--- config.mk ---
export PLATFORM = sky130hd
export DESIGN_NAME = step_timer
export DESIGN_NICKNAME = d
export VERILOG_FILES = /design/src/step_timer.sv
export SDC_FILE = /design/constraint.sdc
export NUM_CORES = 1
export LEC_CHECK = 0
export BUFFER_PORTS_ARGS = -buffer_cell sky130_fd_sc_hd__buf_2
export CAP_MARGIN = 15
export CORE_AREA = 2 2 39 41
export CTS_BUF_LIST = sky130_fd_sc_hd__clkbuf_4 sky130_fd_sc_hd__clkbuf_8
export CTS_CLUSTER_DIAMETER = 150
export DETAILED_ROUTE_END_ITERATION = 10
export DIE_AREA = 0 0 41 43
export SYNTH_ARGS = -nofsm -noshare
export SYNTH_HDL_FRONTEND = slang
export SYNTH_SLANG_ARGS = --single-unit
export TNS_END_PERCENT = 20
--- constraint.sdc ---
create_clock -name clk -period 1.48 [get_ports clk]
set_clock_uncertainty 0.05 [all_clocks]
set_input_delay 0.296 -clock clk [delete_from_list [all_inputs] [get_ports clk]]
set_output_delay 0.296 -clock clk [all_outputs]
set_load 0.02 [all_outputs]
--- src/step_timer.sv ---
module step_timer (
	input logic clk,
	input logic rst,
	input logic clear,
	input logic run,
	output logic [7:0] count
);

	always_ff @(posedge clk or negedge rst)
	begin
		if (!rst)
		begin
			count <= 8'd0;
		end
		else if (clear)
		begin
			count <= 8'd0;
		end
		else if (run && count != 8'hff)	// hold at max
		begin
			count <= count + 8'd1;
		end
	end

endmodule

==> reports/results.ini <==
[worst_setup_path]
critPathTopFamily = flip-flops
crit_chain = ha_4, and4_4, a21boi_4, mux2_4
cp_slowest_cell = dfrtp_2
reg2reg_slack_ns = 0.04
critPathLaunchType = register
rr_worst_depth = 4
critPathMaxFanout = 5
rr_endpoint = count[0]
path_buf_inv = 0
criticalPathCategory = reg2reg
worstReg2RegStart = count[1]
required_ns = 1.57
slowest_delay_ns = 0.42
arrival_ns = 1.53
cp-end-kind = register

[logic_synthesis]
yosysSeqAreaShare_pct = 43.13
syn_area_um2 = 464.2
ys_warn_count = 0
ys_seq_elements = 8
synthCells = 49
synth_ff_type = dfrtp_1
synth.net_count = 54
synth_edf_count = 0
ys_types = 28
syn_avg_cell_area_um2 = 9.473
synthArstFlopShare_pct = 100.0

[drt]
drt_first_pass_iters = 6
drt-wirelength-per-cell_um = 12.48
route.detailed.drc = 0
num_vias = 441
routed_wl_mm = 1.036
vias_per_cell = 5.313
dr.first_iter.drc_count = 9
ant_nets = 0

[hold_path]
min_from = clear
min_delay_worst_endpoint = count[7]
whs_path_depth = 2
hold_path.class = in2reg

[run_status]
status = finished clean

[timing]
fin_crit_sh_pct = 97.35
tightest_slew_ns = 0.3639
finalSetupViolCount = 0
holdWs_ns = 0.3035
report.final.slew_viol_count = 0
grt_setup_unrepaired = no
slew_headroom_pct = 75.11
hold_violations = 0
fmax_ghz = 0.6940
layout_min_cycle_time_ns = 1.441

[cells_and_area]
drive_gt1_share_pct = 41.79
area_delta_synth_final_pct = 36.93
largest_reg_flops = 8
diodes = 0
regMostFlops = count
instances_no_fill = 83
final_util_pct = 45.93
top_regs = count (8)
stdcell_area_um2 = 635.6
nets = 74

[global_route]
grt_pass1_wl_mm = 1.718
grt_use_met3_pct = 4.712
grt_use_total_pct = 15.15
grt_pass1_vias = 391
antenna_found_initial = 0
top_usage_layer = met1
gr-total-overflow = 0
grt_max_degree = 12
grtUsageMet2_pct = 18.44
use_met1_pct = 20.98

[pwr]
ir_drop_uv = 317.3
power_density_nw_per_um2 = 738.0
total_power_mw = 0.4691
p_leak_nw = 0.2899

[placed_design]
dp_hpwl_um = 736.2
dp_cells = 79
gp_congestion = 0.7167
placed_area_um2 = 591.8
io_buffer_count = 11

[floorplan]
dieArea_um2 = 1763
die_w_um = 41
chipHeight_um = 43
coreArea_um2 = 1384
start_util_pct = 33.54
ios = 12
rows = 14

[cts]
clkSinkCount = 8
clk_pin_slew_worst_paths_ns = 0.06
htreeDepth = 1
cts_buffers = 3
insertion_delay_ns = 0.26
clk_path_buf_depth = 2
root_buffer = clkbuf_4
cts_tree = built

[run]
max_cap_violations = 0

routing by layer:
metal  up-vias  wire length [um]
li1        221                 -
met1       206               512
met2        10               442
met3         4                46
met4         0                35
met5         -                 0
power breakdown:
group / switching, mW / total (mW) / internal [mW]
clock network: 0.0804 / 0.174 / 0.0932
registers: 0.00586 / 0.231 / 0.225
logic: 0.0342 / 0.0646 / 0.0304
what timing repair did:
action / CTS / global route
setup buffers: 0 / 0
hold buffers: 1 / 0
endpoints found under the setup margin: 0 / 2
gates resized for setup: 0 / 2
hold endpoints to repair: 8 / 0
logic make-up (layout without fill, tap and decap cells):
family                     count (synthesis)  after routing  synth area share, %
AOI/OAI and AO/OA                          9              9                12.67
buffers and inverters                      4             22                3.503
and+or+nand+nor                           24             24                31.00
muxes                                      3              3                7.008
DFF                                        8              8                43.13
adders and majority gates                  1              1                2.695
cells in the mapped netlist, types with 2 or more instances:
library cell	instances	area, um2
nor3_1	4	20.02
dfrtp_1	8	200.2
nand2_1	2	7.510
a21oi_1	3	15.01
nand3_1	2	10.01
inv_1	2	7.510
mux2_2	2	22.52
nor2_1	2	7.510
nand2b_1	3	18.77
nor2b_1	3	18.77
layout by cell type, fill, tap and decap left out, types with 2 or more instances in the layout:
master / Yosys / routed
inv_1: 2 / 2
nor2_1: 2 / 2
a21oi_1: 3 / 2
buf_4: 0 / 5
nand3_1: 2 / 2
nand2_1: 2 / 2
clkbuf_4: 0 / 3
nor3_1: 4 / 4
nor2b_1: 3 / 3
buf_2: 1 / 11
dfrtp_1: 8 / 6
nand2b_1: 3 / 3
dfrtp_2: 0 / 2
worst max-delay path by stage:
stage | from | end | slack [ns] | depth (start not counted)
4_1_cts | count[1] | count[0] | 0.02 | 4
2_1_floorplan | count[1] | count[0] | -0.03 | 4
6_report | count[1] | count[0] | 0.04 | 4
3_5_place_dp | count[1] | count[0] | 0.02 | 4
5_1_grt | count[1] | count[0] | 0.01 | 4
3_3_place_gp | count[1] | count[0] | 0.05 | 4
metrics by stage:
step | TNS (ns) | setup WS [ns]
final | 0 | 0.03917
after detailed placement | 0 | 0.02254
after global routing | 0 | 0.01074
after floorplan | -0.03480 | -0.03148
after global placement | 0 | 0.04799
after CTS | 0 | 0.01650
final cells by class:
class,instances,area [um2]
Multi-Input combinational cell,37,280.3
Sequential cell,8,202.7
Tap cell,16,20.02
Inverter,2,7.507
Clock buffer,3,22.52
Timing Repair Buffer,17,102.6
Fill cell,129,748.2
(Power assumes the default switching activity.)
