==> src/core_pkg.sv <==
package core_pkg;

	localparam int xlen = 32;

	typedef logic [xlen-1:0] word_t;
	typedef logic [4:0] reg_addr_t;

	localparam reg_addr_t reg_a0 = 5'd10;	// ecall function code
	localparam reg_addr_t reg_a1 = 5'd11;	// ecall argument

	// ------------------------------
	typedef enum logic [6:0] {
		opc_lui = 7'b0110111,
		opc_op_imm = 7'b0010011,
		opc_op = 7'b0110011,
		opc_branch = 7'b1100011,
		opc_jal = 7'b1101111,
		opc_system = 7'b1110011
	} opcode_t;

	typedef enum logic [2:0] {
		alu_add,
		alu_sub,
		alu_and,
		alu_or,
		alu_xor,
		alu_sll,
		alu_srl,
		alu_sra
	} alu_op_t;

	typedef enum logic [1:0] {
		wb_alu,
		wb_imm,
		wb_pc4
	} wb_sel_t;

	typedef enum logic [3:0] {
		st_fetch,
		st_decode,
		st_lui,
		st_regi,
		st_regreg,
		st_branch_cmp,
		st_branch_take,
		st_jal_link,
		st_jal_jump,
		st_ecall,
		st_print,
		st_advance_pc,
		st_settle,
		st_halt
	} state_t;

	// ------------------------------
	typedef struct packed {
		logic reg_we;
		reg_addr_t rd;
		reg_addr_t rs1;
		reg_addr_t rs2;
		wb_sel_t wb_sel;
		alu_op_t alu_op;
		logic alu_b_imm;	// b operand from imm
		word_t imm;
		logic pc_we;
		logic pc_branch;	// pc + imm instead of pc + 4
		logic ir_we;
	} ctrl_t;

	typedef struct packed {
		logic eq;
		logic lt;
		logic ltu;
	} alu_flags_t;

endpackage

==> src/alu.sv <==
module alu (
	input core_pkg::word_t a,
	input core_pkg::word_t b,
	input core_pkg::alu_op_t op,
	output core_pkg::word_t result,
	output core_pkg::alu_flags_t flags
);

	logic [4:0] shamt;

	assign shamt = b[4:0];

	always_comb
	begin
		case (op)
			core_pkg::alu_add: result = a + b;
			core_pkg::alu_sub: result = a - b;
			core_pkg::alu_and: result = a & b;
			core_pkg::alu_or: result = a | b;
			core_pkg::alu_xor: result = a ^ b;
			core_pkg::alu_sll: result = a << shamt;
			core_pkg::alu_srl: result = a >> shamt;
			core_pkg::alu_sra: result = $signed(a) >>> shamt;	// sign fill
			default: result = a + b;
		endcase
	end

	// compare flags ignore op
	assign flags.eq = a == b;
	assign flags.lt = $signed(a) < $signed(b);
	assign flags.ltu = a < b;

endmodule

==> config.mk <==
export PLATFORM = sky130hd
export DESIGN_NAME = alu
export DESIGN_NICKNAME = d
export VERILOG_FILES = /design/src/core_pkg.sv /design/src/alu.sv
export SDC_FILE = /design/constraint.sdc
export NUM_CORES = 1
export LEC_CHECK = 0
export ABC_AREA = 1
export BUFFER_PORTS_ARGS = -buffer_cell sky130_fd_sc_hd__buf_4
export CAP_MARGIN = 20
export CORE_ASPECT_RATIO = 1.25
export CORE_MARGIN = 4
export CORE_UTILIZATION = 40
export DETAILED_ROUTE_END_ITERATION = 8
export GPL_ROUTABILITY_DRIVEN = 0
export REMOVE_ABC_BUFFERS = 1
export SLEW_MARGIN = 20
export SYNTH_ARGS = -nofsm -noshare
export SYNTH_HDL_FRONTEND = slang
export SYNTH_SLANG_ARGS = --single-unit
==> constraint.sdc <==
create_clock -name vclk -period 4.9
set_input_delay 1.225 -clock vclk [all_inputs]
set_output_delay 1.225 -clock vclk [all_outputs]
set_load 0.1 [all_outputs]
==> results.py, run 1 <==
metrics = {
    "critical_path": {
        "path_common_cell": "nand3_1",
        "cpMaxStageDelayCell": "ha_1",
        "worst_setup_path_end_kind": "output port",
        "required_ps": 3670,
        "cp.depth": 13,
        "crit_buf_inv": 4,
        "crit_arrival_ps": 3590,
        "crit_chain": "buf_4, inv_1, ha_1, nor2_1, inv_1, nor3_1, nand2_1, nor3_1, nand2_1, nand3_1, nand3_1, nand3_1, buf_4",
        "path_class": "in2out",
        "cp_max_fo": 7,
        "cp_slowest_stage_delay_ps": 450,
        "start_kind": "primary input",
        "cp_top_family": "simple AND/OR/NAND/NOR gates",
    },
    "sta": {
        "slew_viol_final": 0,
        "fmax_ghz": 0.208,
        "tns_ps": 0,
        "setup_violations": 0,
        "slew_headroom": 0.476,
        "fin_hold_ws_ps": 3180,
        "period_needed_ps": 4810,
        "period_share": 0.982,
        "hold_violations": 0,
        "rsz0062_at_grt": "yes",
        "tightest_slew_ps": 786,
    },
    "outcome": {
        "run_status": "finished, final reports clean",
    },
    "floorplan": {
        "die-width_um": 146,
        "rows": 63,
        "initial_core_util": 0.405,
        "die_area_mm2": 0.0265,
        "core-area_mm2": 0.0236,
        "die_y_um": 181,
        "pin_count": 102,
    },
    "synth": {
        "avgSynthCellArea_um2": 4.99,
        "synthTopCellsByArea": "nand2_1, nand3_1, ha_1",
        "synth_common_cells": "nand2_1, nand3_1, inv_1",
        "yosysSeqAreaShare": 0,
        "yosysTopAreaCell": "nand2_1",
        "syn-cell-area_mm2": 0.00957,
        "syn_inst": 1917,
        "synth_most_common_cell": "nand2_1",
        "yosysWarnings": 0,
        "synth_top_area_share": 0.229,
        "yosysUniqueCellTypes": 50,
    },
    "placed_design": {
        "portBuffers": 102,
        "dp_hpwl_um": 37900,
    },
    "pwr": {
        "ir_drop_mv": 0.103,
        "p_leak_nw": 5.66,
        "powerDensity_mw_per_mm2": 153,
        "p_total_w": 0.00164,
    },
    "grt": {
        "grt-ovfl-total": 0,
        "grt_start_max_net_pins": 77,
        "grt_pass1_wl_um": 69200,
        "antenna_found_initial": 1,
        "grt_usage": 0.327,
        "grt_pass1_vias": 12817,
    },
    "finish": {
        "drive_gt1_frac": 0.103,
        "num_antenna_cells": 0,
        "clkbuf_count": 0,
        "seqCellArea_um2": 0,
        "final_nets": 2149,
        "synthToLayoutAreaGrowth_pct": 12.1,
        "design.seq.count": 0,
    },
    "flow_run": {
        "cap_violations": 0,
    },
    "drt": {
        "wl_per_cell_um": 20.3,
        "vias": 13902,
        "firstDrtPassIters": 6,
        "routed_wl_um": 46200,
        "drt.antenna.violating_nets": 0,
        "route.detailed.drc": 0,
        "first_iter_violations": 2051,
        "vias_per_cell": 6.12,
    },
    "min_path": {
        "hold_class": "in2out",
        "hold_depth": 5,
    },
    "clock_tree": {
        "ctsHoldBuffers": 0,
    },
}
what timing repair did:
| item | 4_1_cts | 5_1_grt |
|---|---|---|
| resized for setup | 0 | 21 |
| setup buffers | 0 | 0 |
| endpoints found under the setup margin | 0 | 16 |
| hold endpoints to repair | 0 | 0 |
worst paths after layout:
check / startpoint / to
worst max-delay path: a[22] / result[29]
worst min-delay path: b[4] / result[1]
logic make-up after synthesis:
logic type | Yosys count | share of synthesized area
muxes | 1 | 0.00105
xor gates and xnor gates | 10 | 0.00915
and+or+nand+nor | 1213 | 0.547
AOI/OAI and AO/OA | 290 | 0.178
adders and majority gates | 99 | 0.131
buffers and inverters | 304 | 0.134
cells in the final DEF (no fill, tap or decap), types with 13 or more instances in the layout:
| master | Yosys | layout |
|---|---|---|
| inv_2 | 12 | 13 |
| buf_4 | 13 | 146 |
| nand2_1 | 585 | 585 |
| o21a_1 | 15 | 15 |
| nor3_1 | 21 | 21 |
| o211ai_1 | 24 | 24 |
| ha_1 | 97 | 90 |
| nor2_1 | 188 | 187 |
| nand4_1 | 31 | 31 |
| o21ai_0 | 86 | 85 |
| inv_1 | 197 | 196 |
| a21oi_1 | 102 | 100 |
| nand3_1 | 346 | 346 |
power by group:
part           internal [W]  switching, W  leakage [nW]  total, W
logic              0.000445       0.00119          5.66   0.00164
clock network             0             0             0         0
registers                 0             0             0         0
total              0.000445       0.00119          5.66   0.00164
metrics by stage:
stage / instances / cell area [µm²] / setup WS, ps / utilization
after global placement: 2273 / 10700 / 104 / 0.451
after floorplan: 1824 / 9080 / -1380 / -
after global routing: 2273 / 10700 / -29.0 / 0.454
after detailed placement: 2273 / 10700 / 103 / 0.451
final: 2273 / 10700 / 86.5 / 0.454
after CTS: 2273 / 10700 / 97.4 / 0.451
per-layer routing:
metal,vias up,global-route usage,wire length [µm]
met4,2,0.196,3660
li1,6483,-,-
met1,6272,0.397,17200
met3,237,0.0351,4430
met2,908,0.555,20900
met5,-,0,11
layout make-up:
class	instances	area, µm²
Fill cell	2680	12900
Inverter	211	795
Multi-Input combinational cell	1613	8320
Tap cell	292	365
Timing Repair Buffer	157	1250
worst min-delay path, cell delays in order:
cell and delay (ps):
buf_4 110, buf_4 180, nand2_1 80, a31oi_1 110
buf_4 240
Power figures use the tool's default switching activity.
==> run 2: changes to the inputs <==
==> constraint.sdc (replaced) <==
create_clock -name vclk -period 4.9
set_input_delay 0.98 -clock vclk [all_inputs]
set_output_delay 0.98 -clock vclk [all_outputs]
set_load 0.1 [all_outputs]
==> results.py, run 2 (same netlist as run 1, synthesis figures left out) <==
metrics = {
    "outcome": {
        "run_status": "finished, final reports clean",
    },
    "grt": {
        "grt_usage": 0.327,
        "grt_pass1_wl_um": 69400,
        "grt-ovfl-total": 0,
        "antenna_found_initial": 0,
        "grt_start_max_net_pins": 77,
        "grt_pass1_vias": 12777,
    },
    "clock_tree": {
        "ctsHoldBuffers": 0,
        "cts_setup_buffers": 0,
        "ctsResizeCount": 0,
    },
    "finish": {
        "most-common-layout-cells": "nand2_1, nand3_1, inv_1",
        "final_cells": 2239,
        "clkbuf_count": 0,
        "seqCellArea_um2": 0,
        "design.seq.count": 0,
        "drive_gt1_frac": 0.0817,
        "layout_commonest_cell": "nand2_1",
        "num_antenna_cells": 0,
        "synthToLayoutAreaGrowth_pct": 8.61,
        "final_nets": 2115,
        "fillers": 2738,
    },
    "placed_design": {
        "dp.cells": 2239,
        "dp_hpwl_um": 37900,
        "portBuffers": 102,
    },
    "critical_path": {
        "cp_slowest_stage_delay_ps": 430,
        "crit_arrival_ps": 3610,
        "start_kind": "primary input",
        "crit_chain": "buf_4, buf_4, inv_4, nand2_1, nand2_1, nand2_1, nand2_1, nand2_1, nand2_1, nand2_1, nand2_1, nand2_1, nand2_1, o21ai_0, nand4_1, buf_4",
        "cp_max_fo": 37,
        "required_ps": 3920,
        "path_common_cell": "nand2_1",
        "path_class": "in2out",
        "worst_setup_path_end_kind": "output port",
        "cpMaxStageDelayCell": "buf_4",
    },
    "floorplan": {
        "die-width_um": 146,
        "initial_core_util": 0.405,
        "core-area_mm2": 0.0236,
        "die_y_um": 181,
        "rows": 63,
        "die_area_mm2": 0.0265,
        "pin_count": 102,
    },
    "sta": {
        "rsz0062_at_grt": "no",
        "period_needed_ps": 4590,
        "fmax_ghz": 0.218,
        "tightest_slew_ps": 776,
        "hold_violations": 0,
        "slew_headroom": 0.483,
        "tns_ps": 0,
        "slew_viol_final": 0,
        "period_share": 0.938,
        "setup_violations": 0,
    },
    "drt": {
        "firstDrtPassIters": 6,
        "first_iter_violations": 2291,
        "vias_per_cell": 6.16,
        "drt.antenna.violating_nets": 0,
        "vias": 13794,
        "routed_wl_um": 46500,
        "route.detailed.drc": 0,
        "wl_per_cell_um": 20.8,
    },
    "min_path": {
        "hold_class": "in2out",
        "hp-start": "op[2]",
        "hold_end": "result[31]",
        "hold_depth": 7,
    },
    "pwr": {
        "ir_drop_mv": 0.145,
        "p_total_w": 0.00159,
        "powerDensity_mw_per_mm2": 153,
        "p_leak_nw": 5.48,
    },
    "flow_run": {
        "cap_violations": 0,
    },
}
[run 2: layer usage]
metal,GRT usage,wire (µm)
met1,0.399,17100
met2,0.539,20500
met3,0.0364,4690
met4,0.223,4110
met5,0,0
[run 2: stage by stage]
step           worst slack [ps]  hold slack [ps]   util  cell area (µm²)
6_report                    306             2700  0.440            10400
3_5_place_dp                435             2690  0.440            10400
4_1_cts                     422             2690  0.440            10400
3_3_place_gp                421             2670  0.440            10400
5_1_grt                     159             2740  0.440            10400
2_1_floorplan              -894             2630      -             9080
[run 2: worst max-delay path: cells and delay by family]
kind	cells	cell delay (ps)
buf+inv	4	1200
compound gates	1	250
simple gates	11	1140
[run 2: cell type report]
type | count | area (µm²) | share of cell area
Inverter | 211 | 795 | 0.0764
Timing Repair Buffer | 123 | 948 | 0.0912
Multi-Input combinational cell | 1613 | 8290 | 0.797
Tap cell | 292 | 365 | 0.0351
[run 2: report_power, final]
part | internal, W | switching [W]
registers | 0 | 0
clock network | 0 | 0
logic | 0.000408 | 0.00119
[run 2: how the worst max path moves through the flow]
stage	startpoint	endpoint	slack (ps)	cells after the start
6_report	b[0]	result[17]	310	16
5_1_grt	b[0]	result[17]	160	16
4_1_cts	b[0]	result[20]	420	15
3_5_place_dp	b[0]	result[20]	430	15
3_3_place_gp	b[0]	result[10]	420	13
2_1_floorplan	b[3]	flags[1]	-890	14
==> run 3: changes to the inputs <==
--- a/config.mk
+++ b/config.mk
@@ -13,6 +13,7 @@
 export CORE_UTILIZATION = 40
 export DETAILED_ROUTE_END_ITERATION = 8
 export GPL_ROUTABILITY_DRIVEN = 0
+export GPL_TIMING_DRIVEN = 0
 export REMOVE_ABC_BUFFERS = 1
 export SLEW_MARGIN = 20
 export SYNTH_ARGS = -nofsm -noshare
==> constraint.sdc (replaced) <==
create_clock -name vclk -period 4.9
set_input_delay 0 -clock vclk [all_inputs]
set_output_delay 0 -clock vclk [all_outputs]
set_load 0.1 [all_outputs]
==> results.py, run 3 (same netlist as run 1, synthesis figures left out) <==
metrics = {
    "finish": {
        "design.seq.count": 0,
        "most-common-layout-cells": "nand2_1, nand3_1, inv_1",
        "clkbuf_count": 0,
        "final_core_util": 0.433,
        "layout_commonest_cell": "nand2_1",
        "synthToLayoutAreaGrowth_pct": 6.90,
        "final_nets": 2094,
        "seqCellArea_um2": 0,
        "drive_gt1_frac": 0.0722,
    },
    "clock_tree": {
        "cts_setup_buffers": 0,
        "ctsHoldBuffers": 0,
        "ctsResizeCount": 0,
    },
    "critical_path": {
        "path_class": "in2out",
        "start_kind": "primary input",
        "required_ps": 4900,
        "crit_arrival_ps": 4170,
        "cp-endpoint": "result[18]",
        "cp_max_fo": 66,
        "worst_setup_path_end_kind": "output port",
        "startpoint": "b[2]",
    },
    "sta": {
        "slew_viol_final": 0,
        "period_share": 0.852,
        "post-route-worst-setup-slack_ps": 726,
        "tightest_slew_ps": 1110,
        "fmax_ghz": 0.240,
        "period_needed_ps": 4170,
        "tns_ps": 0,
        "rsz0062_at_grt": "no",
        "hold_violations": 0,
        "fin_hold_ws_ps": 689,
        "slew_headroom": 0.260,
        "setup_violations": 0,
    },
    "floorplan": {
        "pin_count": 102,
        "rows": 63,
        "die_y_um": 181,
        "die-width_um": 146,
        "die_area_mm2": 0.0265,
        "core-area_mm2": 0.0236,
        "initial_core_util": 0.405,
    },
    "outcome": {
        "run_status": "finished, final reports clean",
    },
    "drt": {
        "wl_per_cell_um": 20.2,
        "routed_wl_um": 44800,
        "firstDrtPassIters": 6,
        "route.detailed.drc": 0,
        "vias_per_cell": 6.14,
        "first_iter_violations": 2241,
        "vias": 13617,
        "drt.antenna.violating_nets": 0,
    },
    "min_path": {
        "hold_class": "in2out",
    },
    "grt": {
        "antenna_found_initial": 0,
        "grt-ovfl-total": 0,
        "grt_usage": 0.317,
        "grt_pass1_vias": 12401,
        "grt_start_max_net_pins": 80,
        "grt_pass1_wl_um": 67200,
    },
    "placed_design": {
        "dp_hpwl_um": 36300,
        "portBuffers": 102,
        "pre_cts_ws_ps": 1350,
    },
    "pwr": {
        "ir_drop_mv": 0.134,
        "powerDensity_mw_per_mm2": 153,
        "p_leak_nw": 5.38,
    },
    "flow_run": {
        "cap_violations": 0,
    },
}
## run 3: cell count changes in the layout (fill, tap and decap cells not counted), moves of 2 or more
cell    previous run  this run
buf_12             2         0
inv_2             13        11
nor2_2             4         2
nor2_4             1         3
buf_4            121       102
## run 3: layout make-up
class / count / area, µm²
inverter: 211 / 798
multi-input combinational: 1613 / 8300
antenna: 1 / 2.50
tap: 292 / 365
fill: 2779 / 13400
timing repair buffer: 102 / 766
## run 3: metal layers
metal,track usage,wire length [µm],vias to the layer above,share of wire
met1,0.383,16300,6147,0.36
met3,0.0386,4610,193,0.10
met2,0.530,20300,906,0.45
met4,0.202,3660,0,0.081
li1,-,-,6371,-
met5,0,0,-,0
## run 3: through the flow
step / area (µm²) / total power (W) / cells
6_report: 10200 / 0.00156 / 2219
3_3_place_gp: 10200 / 0.00151 / 2218
5_1_grt: 10200 / 0.00167 / 2218
3_5_place_dp: 10200 / 0.00152 / 2218
2_1_floorplan: 9080 / 0.00106 / 1824
4_1_cts: 10200 / 0.00152 / 2218
## run 3: where the power goes
group | total [W] | leakage [nW] | switching [W] | internal [W]
registers | 0 | 0 | 0 | 0
clock network | 0.0000000000336 | 0.00000748 | 0 | 0.0000000000336
logic | 0.00156 | 5.38 | 0.00117 | 0.000394
total | 0.00156 | 5.38 | 0.00117 | 0.000394
## run 3: worst max-delay path, stage by stage
cell and delay (ps):
buf_4 540, clkinv_2 930, ha_1 750, inv_2 180, nand3_1 90, nand2_1 170, nand2_1 100, nand2_1 190
nand2_1 100, nand2_1 180, nand2_1 100, nand3_1 70, nand3_1 150, nand4_1 250, buf_4 330
## run 3: worst min-delay path by stage
stage                end  slack (ps)  depth (start not counted)  startpoint
6_report       result[1]         690                          4        b[4]
5_1_grt        result[1]         730                          4        b[4]
4_1_cts        result[1]         670                          4        b[4]
3_5_place_dp   result[1]         680                          4        b[4]
3_3_place_gp   result[1]         680                          4        b[4]
2_1_floorplan   flags[0]         670                          5       a[31]
