File: config.mk
export PLATFORM = sky130hd
export DESIGN_NAME = control_fsm
export DESIGN_NICKNAME = d
export VERILOG_FILES = /design/src/core_pkg.sv /design/src/control_fsm.sv
export SDC_FILE = /design/constraint.sdc
export NUM_CORES = 1
export LEC_CHECK = 0
export CAP_MARGIN = 5
export CORE_MARGIN = 5
export CORE_UTILIZATION = 56
export CTS_CLUSTER_DIAMETER = 80
export DETAILED_ROUTE_END_ITERATION = 8
export DONT_BUFFER_PORTS = 1
export GPL_ROUTABILITY_DRIVEN = 0
export GPL_TIMING_DRIVEN = 0
export HOLD_SLACK_MARGIN = 0.06
export PLACE_DENSITY = 0.71
export SLEW_MARGIN = 20
export SYNTH_ARGS = -nofsm -noshare
export SYNTH_HDL_FRONTEND = slang
export SYNTH_SLANG_ARGS = --single-unit
export TNS_END_PERCENT = 1
File: constraint.sdc
create_clock -name clk -period 4.4 [get_ports clk]
set_clock_uncertainty 0.05 [all_clocks]
set_input_delay 0.22 -clock clk [delete_from_list [all_inputs] [get_ports clk]]
set_output_delay 0.22 -clock clk [all_outputs]
set_load 0.005 [all_outputs]
File: src/core_pkg.sv
package core_pkg;

	localparam int xlen = 32;

	typedef logic [xlen-1:0] word_t;
	typedef logic [4:0] reg_addr_t;

	localparam reg_addr_t reg_a0 = 5'd10;	// ecall function code
	localparam reg_addr_t reg_a1 = 5'd11;	// ecall argument

	// ------------------------------
	typedef enum logic [6:0] {
		opc_lui = 7'b0110111,
		opc_op_imm = 7'b0010011,
		opc_op = 7'b0110011,
		opc_branch = 7'b1100011,
		opc_jal = 7'b1101111,
		opc_system = 7'b1110011
	} opcode_t;

	typedef enum logic [2:0] {
		alu_add,
		alu_sub,
		alu_and,
		alu_or,
		alu_xor,
		alu_sll,
		alu_srl,
		alu_sra
	} alu_op_t;

	typedef enum logic [1:0] {
		wb_alu,
		wb_imm,
		wb_pc4
	} wb_sel_t;

	typedef enum logic [3:0] {
		st_fetch,
		st_decode,
		st_lui,
		st_regi,
		st_regreg,
		st_branch_cmp,
		st_branch_take,
		st_jal_link,
		st_jal_jump,
		st_ecall,
		st_print,
		st_advance_pc,
		st_settle,
		st_halt
	} state_t;

	// ------------------------------
	typedef struct packed {
		logic reg_we;
		reg_addr_t rd;
		reg_addr_t rs1;
		reg_addr_t rs2;
		wb_sel_t wb_sel;
		alu_op_t alu_op;
		logic alu_b_imm;	// b operand from imm
		word_t imm;
		logic pc_we;
		logic pc_branch;	// pc + imm instead of pc + 4
		logic ir_we;
	} ctrl_t;

	typedef struct packed {
		logic eq;
		logic lt;
		logic ltu;
	} alu_flags_t;

endpackage

File: src/control_fsm.sv
module control_fsm #(
	parameter int fetch_cycles = 2,
	parameter int alu_cycles = 2
) (
	input logic clk,
	input logic rst,
	input core_pkg::word_t instr,
	input core_pkg::word_t rs1_data,
	input core_pkg::alu_flags_t flags,
	input logic [7:0] count,
	output core_pkg::ctrl_t ctrl,
	output logic timer_clear,
	output logic timer_run,
	output logic print_valid,
	output logic halted
);

	core_pkg::state_t state;
	core_pkg::state_t next_state;
	core_pkg::alu_op_t alu_op;
	core_pkg::word_t imm_i;
	core_pkg::word_t imm_u;
	core_pkg::word_t imm_b;
	core_pkg::word_t imm_j;
	logic [2:0] funct3;
	logic fetch_done;
	logic alu_done;
	logic waiting;
	logic cmp;
	logic taken;

	assign funct3 = instr[14:12];

	assign imm_i = {{20{instr[31]}}, instr[31:20]};
	assign imm_u = {instr[31:12], 12'd0};
	assign imm_b = {{20{instr[31]}}, instr[7], instr[30:25], instr[11:8], 1'b0};
	assign imm_j = {{12{instr[31]}}, instr[19:12], instr[20], instr[30:21], 1'b0};

	assign fetch_done = count >= 8'(fetch_cycles);
	assign alu_done = count >= 8'(alu_cycles);

	// beq/bne, blt/bge, bltu/bgeu; funct3[0] inverts
	assign cmp = funct3[2] ? (funct3[1] ? flags.ltu : flags.lt) : flags.eq;
	assign taken = cmp ^ funct3[0];

	assign waiting = state inside {core_pkg::st_fetch, core_pkg::st_regi,
		core_pkg::st_regreg, core_pkg::st_branch_cmp, core_pkg::st_ecall};
	assign timer_run = waiting;
	assign timer_clear = !waiting;

	assign print_valid = state == core_pkg::st_print;
	assign halted = state == core_pkg::st_halt;

	// ------------------------------
	always_ff @(posedge clk or negedge rst)
	begin
		if (!rst)
		begin
			state <= core_pkg::st_fetch;
		end
		else
		begin
			state <= next_state;
		end
	end

	always_comb
	begin
		next_state = core_pkg::st_halt;
		case (state)
			core_pkg::st_fetch:
				next_state = fetch_done ? core_pkg::st_decode : core_pkg::st_fetch;
			core_pkg::st_decode:
			begin
				case (instr[6:0])
					core_pkg::opc_lui:
						next_state = core_pkg::st_lui;
					core_pkg::opc_op_imm:	// slti/sltiu not supported
						next_state = (funct3[2:1] == 2'b01) ? core_pkg::st_halt : core_pkg::st_regi;
					core_pkg::opc_op:
						next_state = (funct3[2:1] == 2'b01) ? core_pkg::st_halt : core_pkg::st_regreg;
					core_pkg::opc_branch:
						next_state = (funct3[2:1] == 2'b01) ? core_pkg::st_halt : core_pkg::st_branch_cmp;
					core_pkg::opc_jal:
						next_state = core_pkg::st_jal_link;
					core_pkg::opc_system:	// plain ecall only
						next_state = (instr[31:7] == '0) ? core_pkg::st_ecall : core_pkg::st_halt;
					default:
						next_state = core_pkg::st_halt;
				endcase
			end
			core_pkg::st_lui:
				next_state = core_pkg::st_advance_pc;
			core_pkg::st_regi:
				next_state = alu_done ? core_pkg::st_advance_pc : core_pkg::st_regi;
			core_pkg::st_regreg:
				next_state = alu_done ? core_pkg::st_advance_pc : core_pkg::st_regreg;
			core_pkg::st_branch_cmp:
			begin
				if (!alu_done)
					next_state = core_pkg::st_branch_cmp;
				else
					next_state = taken ? core_pkg::st_branch_take : core_pkg::st_advance_pc;
			end
			core_pkg::st_branch_take:
				next_state = core_pkg::st_settle;
			core_pkg::st_jal_link:
				next_state = core_pkg::st_jal_jump;
			core_pkg::st_jal_jump:
				next_state = core_pkg::st_settle;
			core_pkg::st_ecall:
			begin
				if (!alu_done)
					next_state = core_pkg::st_ecall;
				else
					next_state = (rs1_data == 32'd1) ? core_pkg::st_print : core_pkg::st_halt;
			end
			core_pkg::st_print:
				next_state = core_pkg::st_advance_pc;
			core_pkg::st_advance_pc:
				next_state = core_pkg::st_settle;
			core_pkg::st_settle:
				next_state = core_pkg::st_fetch;
			default:
				next_state = core_pkg::st_halt;
		endcase
	end

	// ------------------------------
	always_comb
	begin
		case (funct3)
			3'b000: alu_op = (instr[5] && instr[30]) ? core_pkg::alu_sub : core_pkg::alu_add;
			3'b001: alu_op = core_pkg::alu_sll;
			3'b100: alu_op = core_pkg::alu_xor;
			3'b101: alu_op = instr[30] ? core_pkg::alu_sra : core_pkg::alu_srl;
			3'b110: alu_op = core_pkg::alu_or;
			3'b111: alu_op = core_pkg::alu_and;
			default: alu_op = core_pkg::alu_add;
		endcase
	end

	always_comb
	begin
		ctrl = '0;
		ctrl.rd = instr[11:7];
		ctrl.rs1 = instr[19:15];
		ctrl.rs2 = instr[24:20];
		ctrl.wb_sel = core_pkg::wb_alu;
		ctrl.alu_op = alu_op;
		ctrl.imm = imm_i;
		case (state)
			core_pkg::st_fetch:
				ctrl.ir_we = fetch_done;	// last fetch cycle
			core_pkg::st_lui:
			begin
				ctrl.imm = imm_u;
				ctrl.wb_sel = core_pkg::wb_imm;
				ctrl.reg_we = 1'b1;
			end
			core_pkg::st_regi:
			begin
				ctrl.alu_b_imm = 1'b1;
				ctrl.reg_we = alu_done;
			end
			core_pkg::st_regreg:
				ctrl.reg_we = alu_done;
			core_pkg::st_branch_cmp:
				ctrl.imm = imm_b;
			core_pkg::st_branch_take:
			begin
				ctrl.imm = imm_b;
				ctrl.pc_we = 1'b1;
				ctrl.pc_branch = 1'b1;
			end
			core_pkg::st_jal_link:
			begin
				ctrl.imm = imm_j;
				ctrl.wb_sel = core_pkg::wb_pc4;
				ctrl.reg_we = 1'b1;
			end
			core_pkg::st_jal_jump:
			begin
				ctrl.imm = imm_j;
				ctrl.pc_we = 1'b1;
				ctrl.pc_branch = 1'b1;
			end
			core_pkg::st_ecall:
				ctrl.rs1 = core_pkg::reg_a0;
			core_pkg::st_print:
				ctrl.rs2 = core_pkg::reg_a1;	// goes out as print_data
			core_pkg::st_advance_pc:
				ctrl.pc_we = 1'b1;
			default:
			begin
			end
		endcase
	end

endmodule

==> metrics.md, run 1 <==
| Metric | Value |
|---|---|
| Setup violators final | `0` |
| Placement Rows | `18` |
| Most frequent cell after synthesis | `nand2_1` |
| Final Hold Viols | `0` |
| Postcts setup bufs | `0` |
| First-pass GRT wire length | `6.82 mm` |
| Multi-input gate area | `1180 µm²` |
| Hold Crit Class | `input pin to asynchronous set/reset pin` |
| ANT nets after route | `0` |
| Synth-to-Final Area Change | `4.90%` |
| Yosys warns | `0` |
| Max FO, Critical Path | `10` |
| Crit path DAT | `2400 ps` |
| Initial DRC count | `roughly 130` |
| Post-DP HPWL | `3.85 mm` |
| Layout cells sized above 1 | `0.105` |
| Critical path type | `flip-flop to primary output` |
| Syn avg cell area | `5.86 µm²` |
| Initial antenna violation count | `0` |
| Final nets | `about 330` |
| FF-to-FF path depth | `6` |
| Max reg flops | `4` |
| # resized after CTS | `0` |
| Top flop regs | `state: 4 flops` |
| Post-synthesis async set-or-reset flop share | `1.00` |
| VDD IR max | `~0.25 mV` |
| Critical Path End Type | `primary output` |
| Fin crit period | `~2700 ps` |
| Initial Util | `0.582` |
| Final wirelength | `4.72 mm` |
| Cell variety after synth | `48` |
| Post-synth top area share | `0.118` |
| Reg with most FFs | `state` |
| Filler instances | `249` |
| Max Cap Viol | `0` |
| Post-Syn Instances | `roughly 240` |
| Vias in the first global route | `1523` |
| CTS Sinks | `4` |
| Top post-synthesis cells by area | `nand2_1 12%, dfrtp_1 7.0%, nor4_1 7.0%` |
| DRT Pass-1 Iters | `4` |
| Dpl cell area | `1470 µm²` |
| Wire per inst | `17.0 µm` |
| TritonCTS buffer count | `3` |
| Largest net degree at the start of global routing | `11` |
| Vias/cell | `6.55` |
| Synth Cell Area | `1430 µm²` |
| Status | `finished clean` |
| Later-pin clock latency in the skew report | `240 ps` |
| Setup slack, reg-to-reg | `between 2000 and 2500 ps` |
| Total number of vias | `1820` |
| CTS Buffer Depth | `2` |
| # DRC | `0` |
| Die H | `60.5 µm` |
| CTS Root Cell | `clkbuf_4` |
| Setup tns final | `0 ps` |
| Critical Path Start Type | `flip-flop` |
| Clk slew on worst S/H paths | `40 ps` |
| Port bufs | `0` |
| F_max | `0.375 GHz` |
| Seq cells post-synth | `4` |
| Core ar. | `~2500 µm²` |
| Top FF cell, synth | `dfrtp_1` |
| Mapped Nets | `321` |
| Register area | `about 100 µm²` |
| Unrepaired setup endpoints after global routing | `no` |
| Grt total ovfl | `0` |
| # diodes | `0` |
| Slew Limit Headroom | `0.312` |
| Area leader, netlist | `nand2_1` |
| Sequential element share of the synthesized area | `0.0701` |
| Total GRT Usage | `0.235` |
| Post-synth EDFFs | `0` |
| Pwr dens | `about 480 nW/µm²` |
| Die W | `60.5 µm` |
| Ports | `138` |
| Die area | `3660 µm²` |
| Synth cell count leaders | `45 x nand2_1, 25 x nor2_1, 17 x o21ai_0` |
| FF-to-FF Start | `state[2]$_DFF_PN0_` |
| Reg2reg end | `state[2]$_DFF_PN0_` |
| Req. time, crit path | `just over 4000 ps` |
| Final period util | `0.606` |
| Cts hold-fix bufs | `1` |
| Slew Limit Fails | `0` |
| Worst-Margin Slew | `1020 ps` |
| H-tree levels | `1` |
| Fin area | `1500 µm²` |
| CTS tree | `done` |
| Static Leak | `0.586 nW` |
[how the worst max path moves through the flow]
| stage | from | end | slack, ps |
|---|---|---|---|
| detailed placement | state[0]$_DFF_PN0_ | ctrl[24] | 2010 |
| finish | state[0]$_DFF_PN0_ | ctrl[26] | 1730 |
| CTS | state[0]$_DFF_PN0_ | ctrl[24] | 1770 |
| global placement | state[0]$_DFF_PN0_ | ctrl[26] | 2070 |
| floorplan | count[4] | state[0]$_DFF_PN0_ | 2340 |
| global route | state[0]$_DFF_PN0_ | ctrl[27] | 1510 |
[worst max-delay path: stages, from the launching register on]
cell	delay, ps
dfrtp_1	400
inv_1	190
nand2_1	100
nor3_1	790
nand2b_1	220
clkbuf_1	330
nand2_1	130
[cell families (layout without fill, tap and decap cells)]
| kind of cell | count (synthesis) | in the layout | share of synthesized area |
|---|---|---|---|
| DFF | 4 | 4 | 0.0701 |
| buffers and inverters | 31 | 35 | 0.107 |
| muxes | 4 | 4 | 0.0306 |
| and+or+nand+nor | 139 | 139 | 0.489 |
| xor gates and xnor gates | 1 | 1 | 0.00613 |
| AOI/OAI and AO/OA | 65 | 65 | 0.297 |
[metal layers]
metal / vias up / GRT usage / share of wire
li1: 894 / - / -
met1: 833 / 0.339 / 0.41
met2: 89 / 0.360 / 0.49
met3: 4 / 0.0468 / 0.10
met4: 0 / 0.0588 / 0.0051
met5: - / 0 / 0
[metrics by stage]
step	util	cells	setup slack (ps)	total power [mW]	hold slack (ps)
finish	0.611	278	1730	0.725	201
CTS	0.611	278	1770	0.723	202
floorplan	-	244	2340	0.557	-126
detailed placement	0.597	274	2010	0.673	-126
global route	0.611	278	1510	0.808	213
global placement	0.597	274	2070	0.672	-126
[final cells by class]
| class | instances | area share |
|---|---|---|
| Buffer | 24 | 0.0843 |
| Timing Repair Buffer | 1 | 0.00668 |
| Clock buffer | 3 | 0.0150 |
| Sequential cell | 4 | 0.0668 |
| Multi-Input combinational cell | 209 | 0.785 |
| Tap cell | 30 | 0.0250 |
| Inverter | 7 | 0.0175 |
[report_power, final]
part | switching [mW] | leakage (nW) | internal, mW
Combinational | 0.390 | 0.525 | 0.226
Sequential | 0.00774 | 0.0467 | 0.0562
Clock | 0.0147 | 0.0138 | 0.0305
Total | 0.412 | 0.586 | 0.313
[placed cells by master, fill, tap and decap left out, types with 10 or more instances in the layout]
| master | synthesis | layout |
|---|---|---|
| clkbuf_1 | 11 | 11 |
| nand2_1 | 45 | 45 |
| o21ai_0 | 17 | 17 |
| nor4_1 | 16 | 16 |
| nor2_1 | 25 | 25 |
| nor2b_1 | 11 | 11 |
| a21oi_1 | 10 | 10 |
Power figures use the tool's default switching activity.
==> run 2: changes to the inputs <==
PLACE_DENSITY = 0.74   (was 0.71)
clock period = 2.1 ns   (was 4.4 ns; I/O delays follow)
==> run 2 against run 1 <==
  * Register-to-register slack worse by 2300 ps
  * Wire length up 2.4%
  * Core utilization is 1.2 points higher
  * Non-clock buffer count decreased by 1
  * Count of clock-buffer cells in the layout unchanged
  * Global-route usage rose by 0.89 points
  * Combinational power increased by 120%
  * Final area is 2.0% higher
  * Critical path depth down 1
  * Highest routed layer unchanged
==> metrics.md, run 2 (synthesis results as in run 1) <==
| Metric | Value |
|---|---|
| Status | `finished clean (unchanged)` |
| Initial antenna violation count | `0 (unchanged)` |
| Setup tns final | `0 ps (unchanged)` |
| Cell Chain, Critical Path | `clkbuf_1 -> nand2b_1 -> nor2_2 -> a21oi_1 -> a221o_1 (was inv_1 -> nand2_1 -> nor3_1 -> nand2b_1 -> clkbuf_1 -> nand2_1)` |
| Final period util | `0.982` |
| Slowest cell on the critical path | `clkbuf_1 (was nor3_1)` |
| Slew Limit Headroom | `0.609 (was 0.312)` |
| Setup violators final | `0 (unchanged)` |
| Total number of vias | `1882 (was 1820)` |
| Setup slack, reg-to-reg | `140 ps (was 2480 ps)` |
| CTS Root Cell | `clkbuf_4 (unchanged)` |
| Total GRT Usage | `0.244 (was 0.235)` |
| Crit path DAT | `1910 ps (was 2400 ps)` |
| VDD IR max | `0.535 mV (was 0.254 mV)` |
| Hold Crit Class | `input pin to asynchronous set/reset pin (unchanged)` |
| Vias in the first global route | `1606 (was 1523)` |
| Global Route met2 Usage | `0.386 (was 0.360)` |
| Max reg flops | `4 (unchanged)` |
| Synth-to-Final Area Change | `7.01% (was 4.90%)` |
| Post-DP HPWL | `3.88 mm (was 3.85 mm)` |
| Commonest non-fill, non-tap cell in the layout | `nand2_1 (unchanged)` |
| Slew Limit Fails | `0 (unchanged)` |
| DRT Pass-1 Iters | `4 (unchanged)` |
| ANT nets after route | `0 (unchanged)` |
| Req. time, crit path | `1950 ps (was 4130 ps)` |
| Cell count along the critical path | `5 (was 6)` |
| Critical Path Start Type | `flip-flop (unchanged)` |
| Later-pin clock latency in the skew report | `240 ps (about the same)` |
| Max Cap Viol | `0 (unchanged)` |
| H-tree levels | `1 (unchanged)` |
| Critical Path Max Stage Delay | `350 ps (was 790 ps)` |
| Unrepaired setup endpoints after global routing | `yes (was no)` |
| Grt met3 use | `0.0468 (unchanged)` |
| Reg with most FFs | `state (unchanged)` |
| Static Leak | `0.608 nW (was 0.586 nW)` |
| Vias/cell | `6.79 (was 6.55)` |
| Met1 Use GR | `0.357 (was 0.339)` |
| Worst-Margin Slew | `581 ps (was 1020 ps)` |
| FF-to-FF path depth | `5 (was 6)` |
| Fin cells | `277 (was 278)` |
| Wire per inst | `17.5 µm (was 17.0 µm)` |
| Core ar. | `2450 µm² (unchanged)` |
| Final wirelength | `4.84 mm (was 4.72 mm)` |
| CTS Buffer Depth | `2 (unchanged)` |
| Crit path from | `state[2]$_DFF_PN0_ (was state[0]$_DFF_PN0_)` |
| Port bufs | `0 (unchanged)` |
| Initial Util | `0.582 (unchanged)` |
| Final Hold Viols | `0 (unchanged)` |
| Initial DRC count | `111 (was 133)` |
| CTS Sinks | `4 (unchanged)` |
| Fin crit period | `between 2000 and 2500 ps` |
| Largest net degree at the start of global routing | `11 (unchanged)` |
| Commonest cells after routing, fill and taps aside | `44 x nand2_1, 23 x nor2_1, 17 x o21ai_0, 16 x nor4_1, 11 x nor2b_1 (was 45 x nand2_1, 25 x nor2_1, 17 x o21ai_0, 16 x nor4_1)` |
| Die area | `3660 µm² (unchanged)` |
| Grt total ovfl | `0 (unchanged)` |
| First-pass GRT wire length | `7.17 mm (was 6.82 mm)` |
| WP buf/inv | `1 (was 2)` |
| F_max | `0.485 GHz` |
| FF-to-FF Start | `state[2]$_DFF_PN0_ (unchanged)` |
| Layout cells sized above 1 | `0.150 (was 0.105)` |
| Largest delay share family, worst path | `simple AND/OR/NAND/NOR gates (unchanged)` |
| Pwr dens | `1030 nW/µm² (was 484 nW/µm²)` |
| TritonCTS buffer count | `3 (unchanged)` |
| Placed Cells | `274 (unchanged)` |
| # DRC | `0 (unchanged)` |
| Placement Rows | `18 (unchanged)` |
| Die H | `60.5 µm (unchanged)` |
| Ports | `138 (unchanged)` |
| Postcts setup bufs | `0 (unchanged)` |
| # diodes | `0 (unchanged)` |
| Die W | `60.5 µm (unchanged)` |
| GR peak layer | `met2 (unchanged)` |
| Final nets | `326 (was 327)` |
| Max FO, Critical Path | `9 (was 10)` |
| CTS tree | `done (unchanged)` |
| Critical Path End Type | `primary output (unchanged)` |
| Critical path type | `flip-flop to primary output (unchanged)` |
| Top flop regs | `state: 4 flops (unchanged)` |
| Clk slew on worst S/H paths | `40 ps (about the same)` |
[run 2: power breakdown]
part	leakage, nW	switching, mW	total [mW]	internal, mW
registers	0.0467	0.0162	0.134	0.118
clock network	0.0138	0.0329	0.0970	0.0640
logic	0.547	0.848	1.34	0.493
total	0.608	0.897	1.57	0.675
[run 2: final timing paths]
| check | endpoint |
|---|---|
| worst max-delay path | ctrl[14] |
| max in group asynchronous | state[1]$_DFF_PN0_ |
| worst max register to register | state[0]$_DFF_PN0_ |
| worst min-delay path | state[2]$_DFF_PN0_ |
| worst min register to register | state[3]$_DFF_PN0_ |
| min in group clk | state[1]$_DFF_PN0_ |
[run 2: repair_timing]
action / CTS / global route
gates resized for setup: 7 / 9
gates cloned: 0 / 0
hold buffers: 1 / 0
endpoints found under the hold margin: 4 / 0
setup endpoints to repair: 21 / 28
[run 2: stage by stage]
| step | hold slack (ps) | utilization | total power, mW | cell area [µm²] | setup WS, ps |
|---|---|---|---|---|---|
| detailed placement | -240 | 0.597 | 1.41 | 1470 | -189 |
| floorplan | -241 | - | 1.17 | 1430 | 151 |
| CTS | 89.4 | 0.620 | 1.55 | 1520 | 1.39 |
| global placement | -240 | 0.597 | 1.40 | 1470 | -158 |
| global route | 104 | 0.623 | 1.74 | 1530 | -78.6 |
| finish | 90.2 | 0.623 | 1.57 | 1530 | 37.8 |
[run 2: area by class of cell]
cell class	count	area, µm²
Inverter	7	26.3
Tap cell	30	37.5
Fill cell	264	926
Buffer	23	131
Sequential cell	4	100
Clock buffer	3	22.5
Timing Repair Buffer	1	10.0
Multi-Input combinational cell	209	1200
[run 2: routing by layer]
layer | routed length, µm | vias up
met4 | 19 | 0
met2 | 2360 | 100
met5 | 0 | -
met3 | 503 | 2
met1 | 1960 | 885
li1 | - | 895
==> run 3: changes to the inputs <==
CORE_UTILIZATION = 45   (was 56)
PLACE_DENSITY = default   (was 0.74)
==> run 3 against run 2 <==
  * Highest routed layer is now met3
  * Cell count increased by 5.1%
  * Final area increased by 1.2%
  * Critical path depth increased by 2
  * Combinational power about the same
  * Wire length increased by 3.7%
  * Count of clock-buffer cells in the layout unchanged
  * Largest power group unchanged
  * First-iteration DRC count decreased by 8.1%
  * Worst setup slack improved by 34 ps
==> metrics.md, run 3 (synthesis results as in run 1) <==
| Metric | Value |
|---|---|
| Max reg flops | `4 (unchanged)` |
| CTS Sinks | `4 (unchanged)` |
| Wire per inst | `17.2 µm (was 17.5 µm)` |
| Crit path DAT | `1870 ps (was 1910 ps)` |
| Max Cap Viol | `0 (unchanged)` |
| Worst-Margin Slew | `598 ps (was 581 ps)` |
| Slowest cell on the critical path | `clkbuf_1 (unchanged)` |
| Critical path type | `flip-flop to primary output (unchanged)` |
| VDD IR max | `0.307 mV (was 0.535 mV)` |
| Req. time, crit path | `1950 ps (about the same)` |
| Initial Util | `0.468 (was 0.582)` |
| Grt total ovfl | `0 (unchanged)` |
| Hold Crit Class | `input pin to asynchronous set/reset pin (unchanged)` |
| Static Leak | `0.605 nW (was 0.608 nW)` |
| Met1 Use GR | `0.307 (was 0.357)` |
| Total GRT Usage | `0.217 (was 0.244)` |
| Postcts setup bufs | `0 (unchanged)` |
| H-tree levels | `1 (unchanged)` |
| Post-DP HPWL | `4.11 mm (was 3.88 mm)` |
| Reg with most FFs | `state (unchanged)` |
| Vias in the first global route | `1671 (was 1606)` |
| Largest net degree at the start of global routing | `11 (unchanged)` |
| Die W | `66.4 µm (was 60.5 µm)` |
| GR peak layer | `met2 (unchanged)` |
| Setup tns final | `0 ps (unchanged)` |
| Later-pin clock latency in the skew report | `230 ps (was 240 ps)` |
| Synth-to-Final Area Change | `8.32% (was 7.01%)` |
| Slack of the critical path | `71.6 ps (was 37.8 ps)` |
| Commonest cells after routing, fill and taps aside | `44 x nand2_1, 23 x nor2_1, 17 x o21ai_0, 16 x nor4_1, 11 x nor2b_1 (unchanged)` |
| # DRC | `0 (unchanged)` |
| Final Hold Viols | `0 (unchanged)` |
| Hold WS | `87.3 ps (was 90.2 ps)` |
| F_max | `0.493 GHz (was 0.485 GHz)` |
| First-pass GRT wire length | `7.76 mm (was 7.17 mm)` |
| CTS tree | `done (unchanged)` |
| Total number of vias | `1815 (was 1882)` |
| Critical Path Max Stage Delay | `330 ps (was 350 ps)` |
| Commonest non-fill, non-tap cell in the layout | `nand2_1 (unchanged)` |
| Finished Core Util | `0.507 (was 0.623)` |
| Initial antenna violation count | `0 (unchanged)` |
| Global Route met2 Usage | `0.348 (was 0.386)` |
| ANT nets after route | `0 (unchanged)` |
| Final nets | `326 (unchanged)` |
| Vias/cell | `6.24 (was 6.79)` |
| Critical Path Start Type | `flip-flop (unchanged)` |
| Largest delay share family, worst path | `buffers and inverters (was simple AND/OR/NAND/NOR gates)` |
| Placement Rows | `20 (was 18)` |
| Unrepaired setup endpoints after global routing | `yes (unchanged)` |
| CTS Root Cell | `clkbuf_4 (unchanged)` |
| TritonCTS buffer count | `3 (unchanged)` |
| Final period util | `0.966 (was 0.982)` |
| Status | `finished clean (unchanged)` |
| Dpl cell area | `1480 µm² (was 1470 µm²)` |
| Max FO, Critical Path | `9 (unchanged)` |
| Worst slack, placed | `-119 ps (was -189 ps)` |
| Die H | `66.4 µm (was 60.5 µm)` |
| Top flop regs | `state: 4 flops (unchanged)` |
| Die area | `4400 µm² (was 3660 µm²)` |
| Clk slew on worst S/H paths | `40 ps (about the same)` |
| Fin crit period | `2030 ps (was 2060 ps)` |
| Layout cells sized above 1 | `0.158 (was 0.150)` |
| Final wirelength | `5.01 mm (was 4.84 mm)` |
| Filler instances | `356 (was 264)` |
| Slew Limit Fails | `0 (unchanged)` |
| Critical Path End Type | `primary output (unchanged)` |
| Cell Chain, Critical Path | `buf_2 -> nand2b_1 -> clkbuf_1 -> nor2_2 -> a221oi_1 -> a21oi_1 -> a21o_1 (was clkbuf_1 -> nand2b_1 -> nor2_2 -> a21oi_1 -> a221o_1)` |
| Slew Limit Headroom | `0.598 (was 0.609)` |
| # diodes | `0 (unchanged)` |
| Initial DRC count | `102 (was 111)` |
| Core ar. | `3050 µm² (was 2450 µm²)` |
| Port bufs | `0 (unchanged)` |
| Pwr dens | `1020 nW/µm² (was 1030 nW/µm²)` |
| Setup violators final | `0 (unchanged)` |
| Fin area | `1550 µm² (was 1530 µm²)` |
| DRT Pass-1 Iters | `4 (unchanged)` |
| CTS Buffer Depth | `2 (unchanged)` |
| Ports | `138 (unchanged)` |
| WP buf/inv | `2 (was 1)` |
| Grt met3 use | `0.0442 (was 0.0468)` |
[run 3: report_power, final]
part | internal (mW) | switching [mW] | total (mW)
clock | 0.0638 | 0.0300 | 0.0938
combinational | 0.493 | 0.838 | 1.33
sequential | 0.120 | 0.0414 | 0.161
total | 0.676 | 0.910 | 1.59
[run 3: routing by layer]
metal	vias to the layer above	wire length, µm	share of wire
met2	84	2420	0.48
met5	-	0	0
li1	891	-	-
met4	0	0	0
met3	0	367	0.073
met1	840	2220	0.44
[run 3: final timing paths]
kind	from	end	slack [ps]	depth (start not counted)
setup / recovery	state[3]$_DFF_PN0_	ctrl[7]	70	7
hold / removal	rst	state[0]$_DFF_PN0_	90	1
setup reg to reg	state[3]$_DFF_PN0_	state[2]$_DFF_PN0_	180	6
min in group clk	instr[2]	state[1]$_DFF_PN0_	100	2
hold reg to reg	state[0]$_DFF_PN0_	state[3]$_DFF_PN0_	740	3
max in group asynchronous	rst	state[2]$_DFF_PN0_	1740	1
[run 3: worst reg2reg max path, stage by stage (launching register included)]
cell and delay [ps]:
dfrtp_1 310, buf_2 220, nand2b_1 130, clkbuf_1 330
nor2_1 100, o21a_1 110, or4_1 540
[run 3: final cells by class]
cell class / instances / area [µm²] / share of cell area
Sequential cell: 4 / 101 / 0.0655
Multi-Input combinational cell: 209 / 1200 / 0.776
Inverter: 7 / 26.3 / 0.0170
Clock buffer: 3 / 22.5 / 0.0146
Buffer: 23 / 131 / 0.0849
Timing Repair Buffer: 1 / 10.0 / 0.00647
Tap cell: 44 / 55.1 / 0.0356
[run 3: metrics by stage]
stage               instances  total power [mW]
finish                    291              1.59
global route              291              1.78
CTS                       292              1.57
detailed placement        288              1.43
global placement          288              1.42
floorplan                 244              1.17
[run 3: timing repair]
item,4_1_cts,5_1_grt
endpoints found under the hold margin,4,0
gates resized for setup,8,9
hold buffers,1,0
setup endpoints to repair,20,29
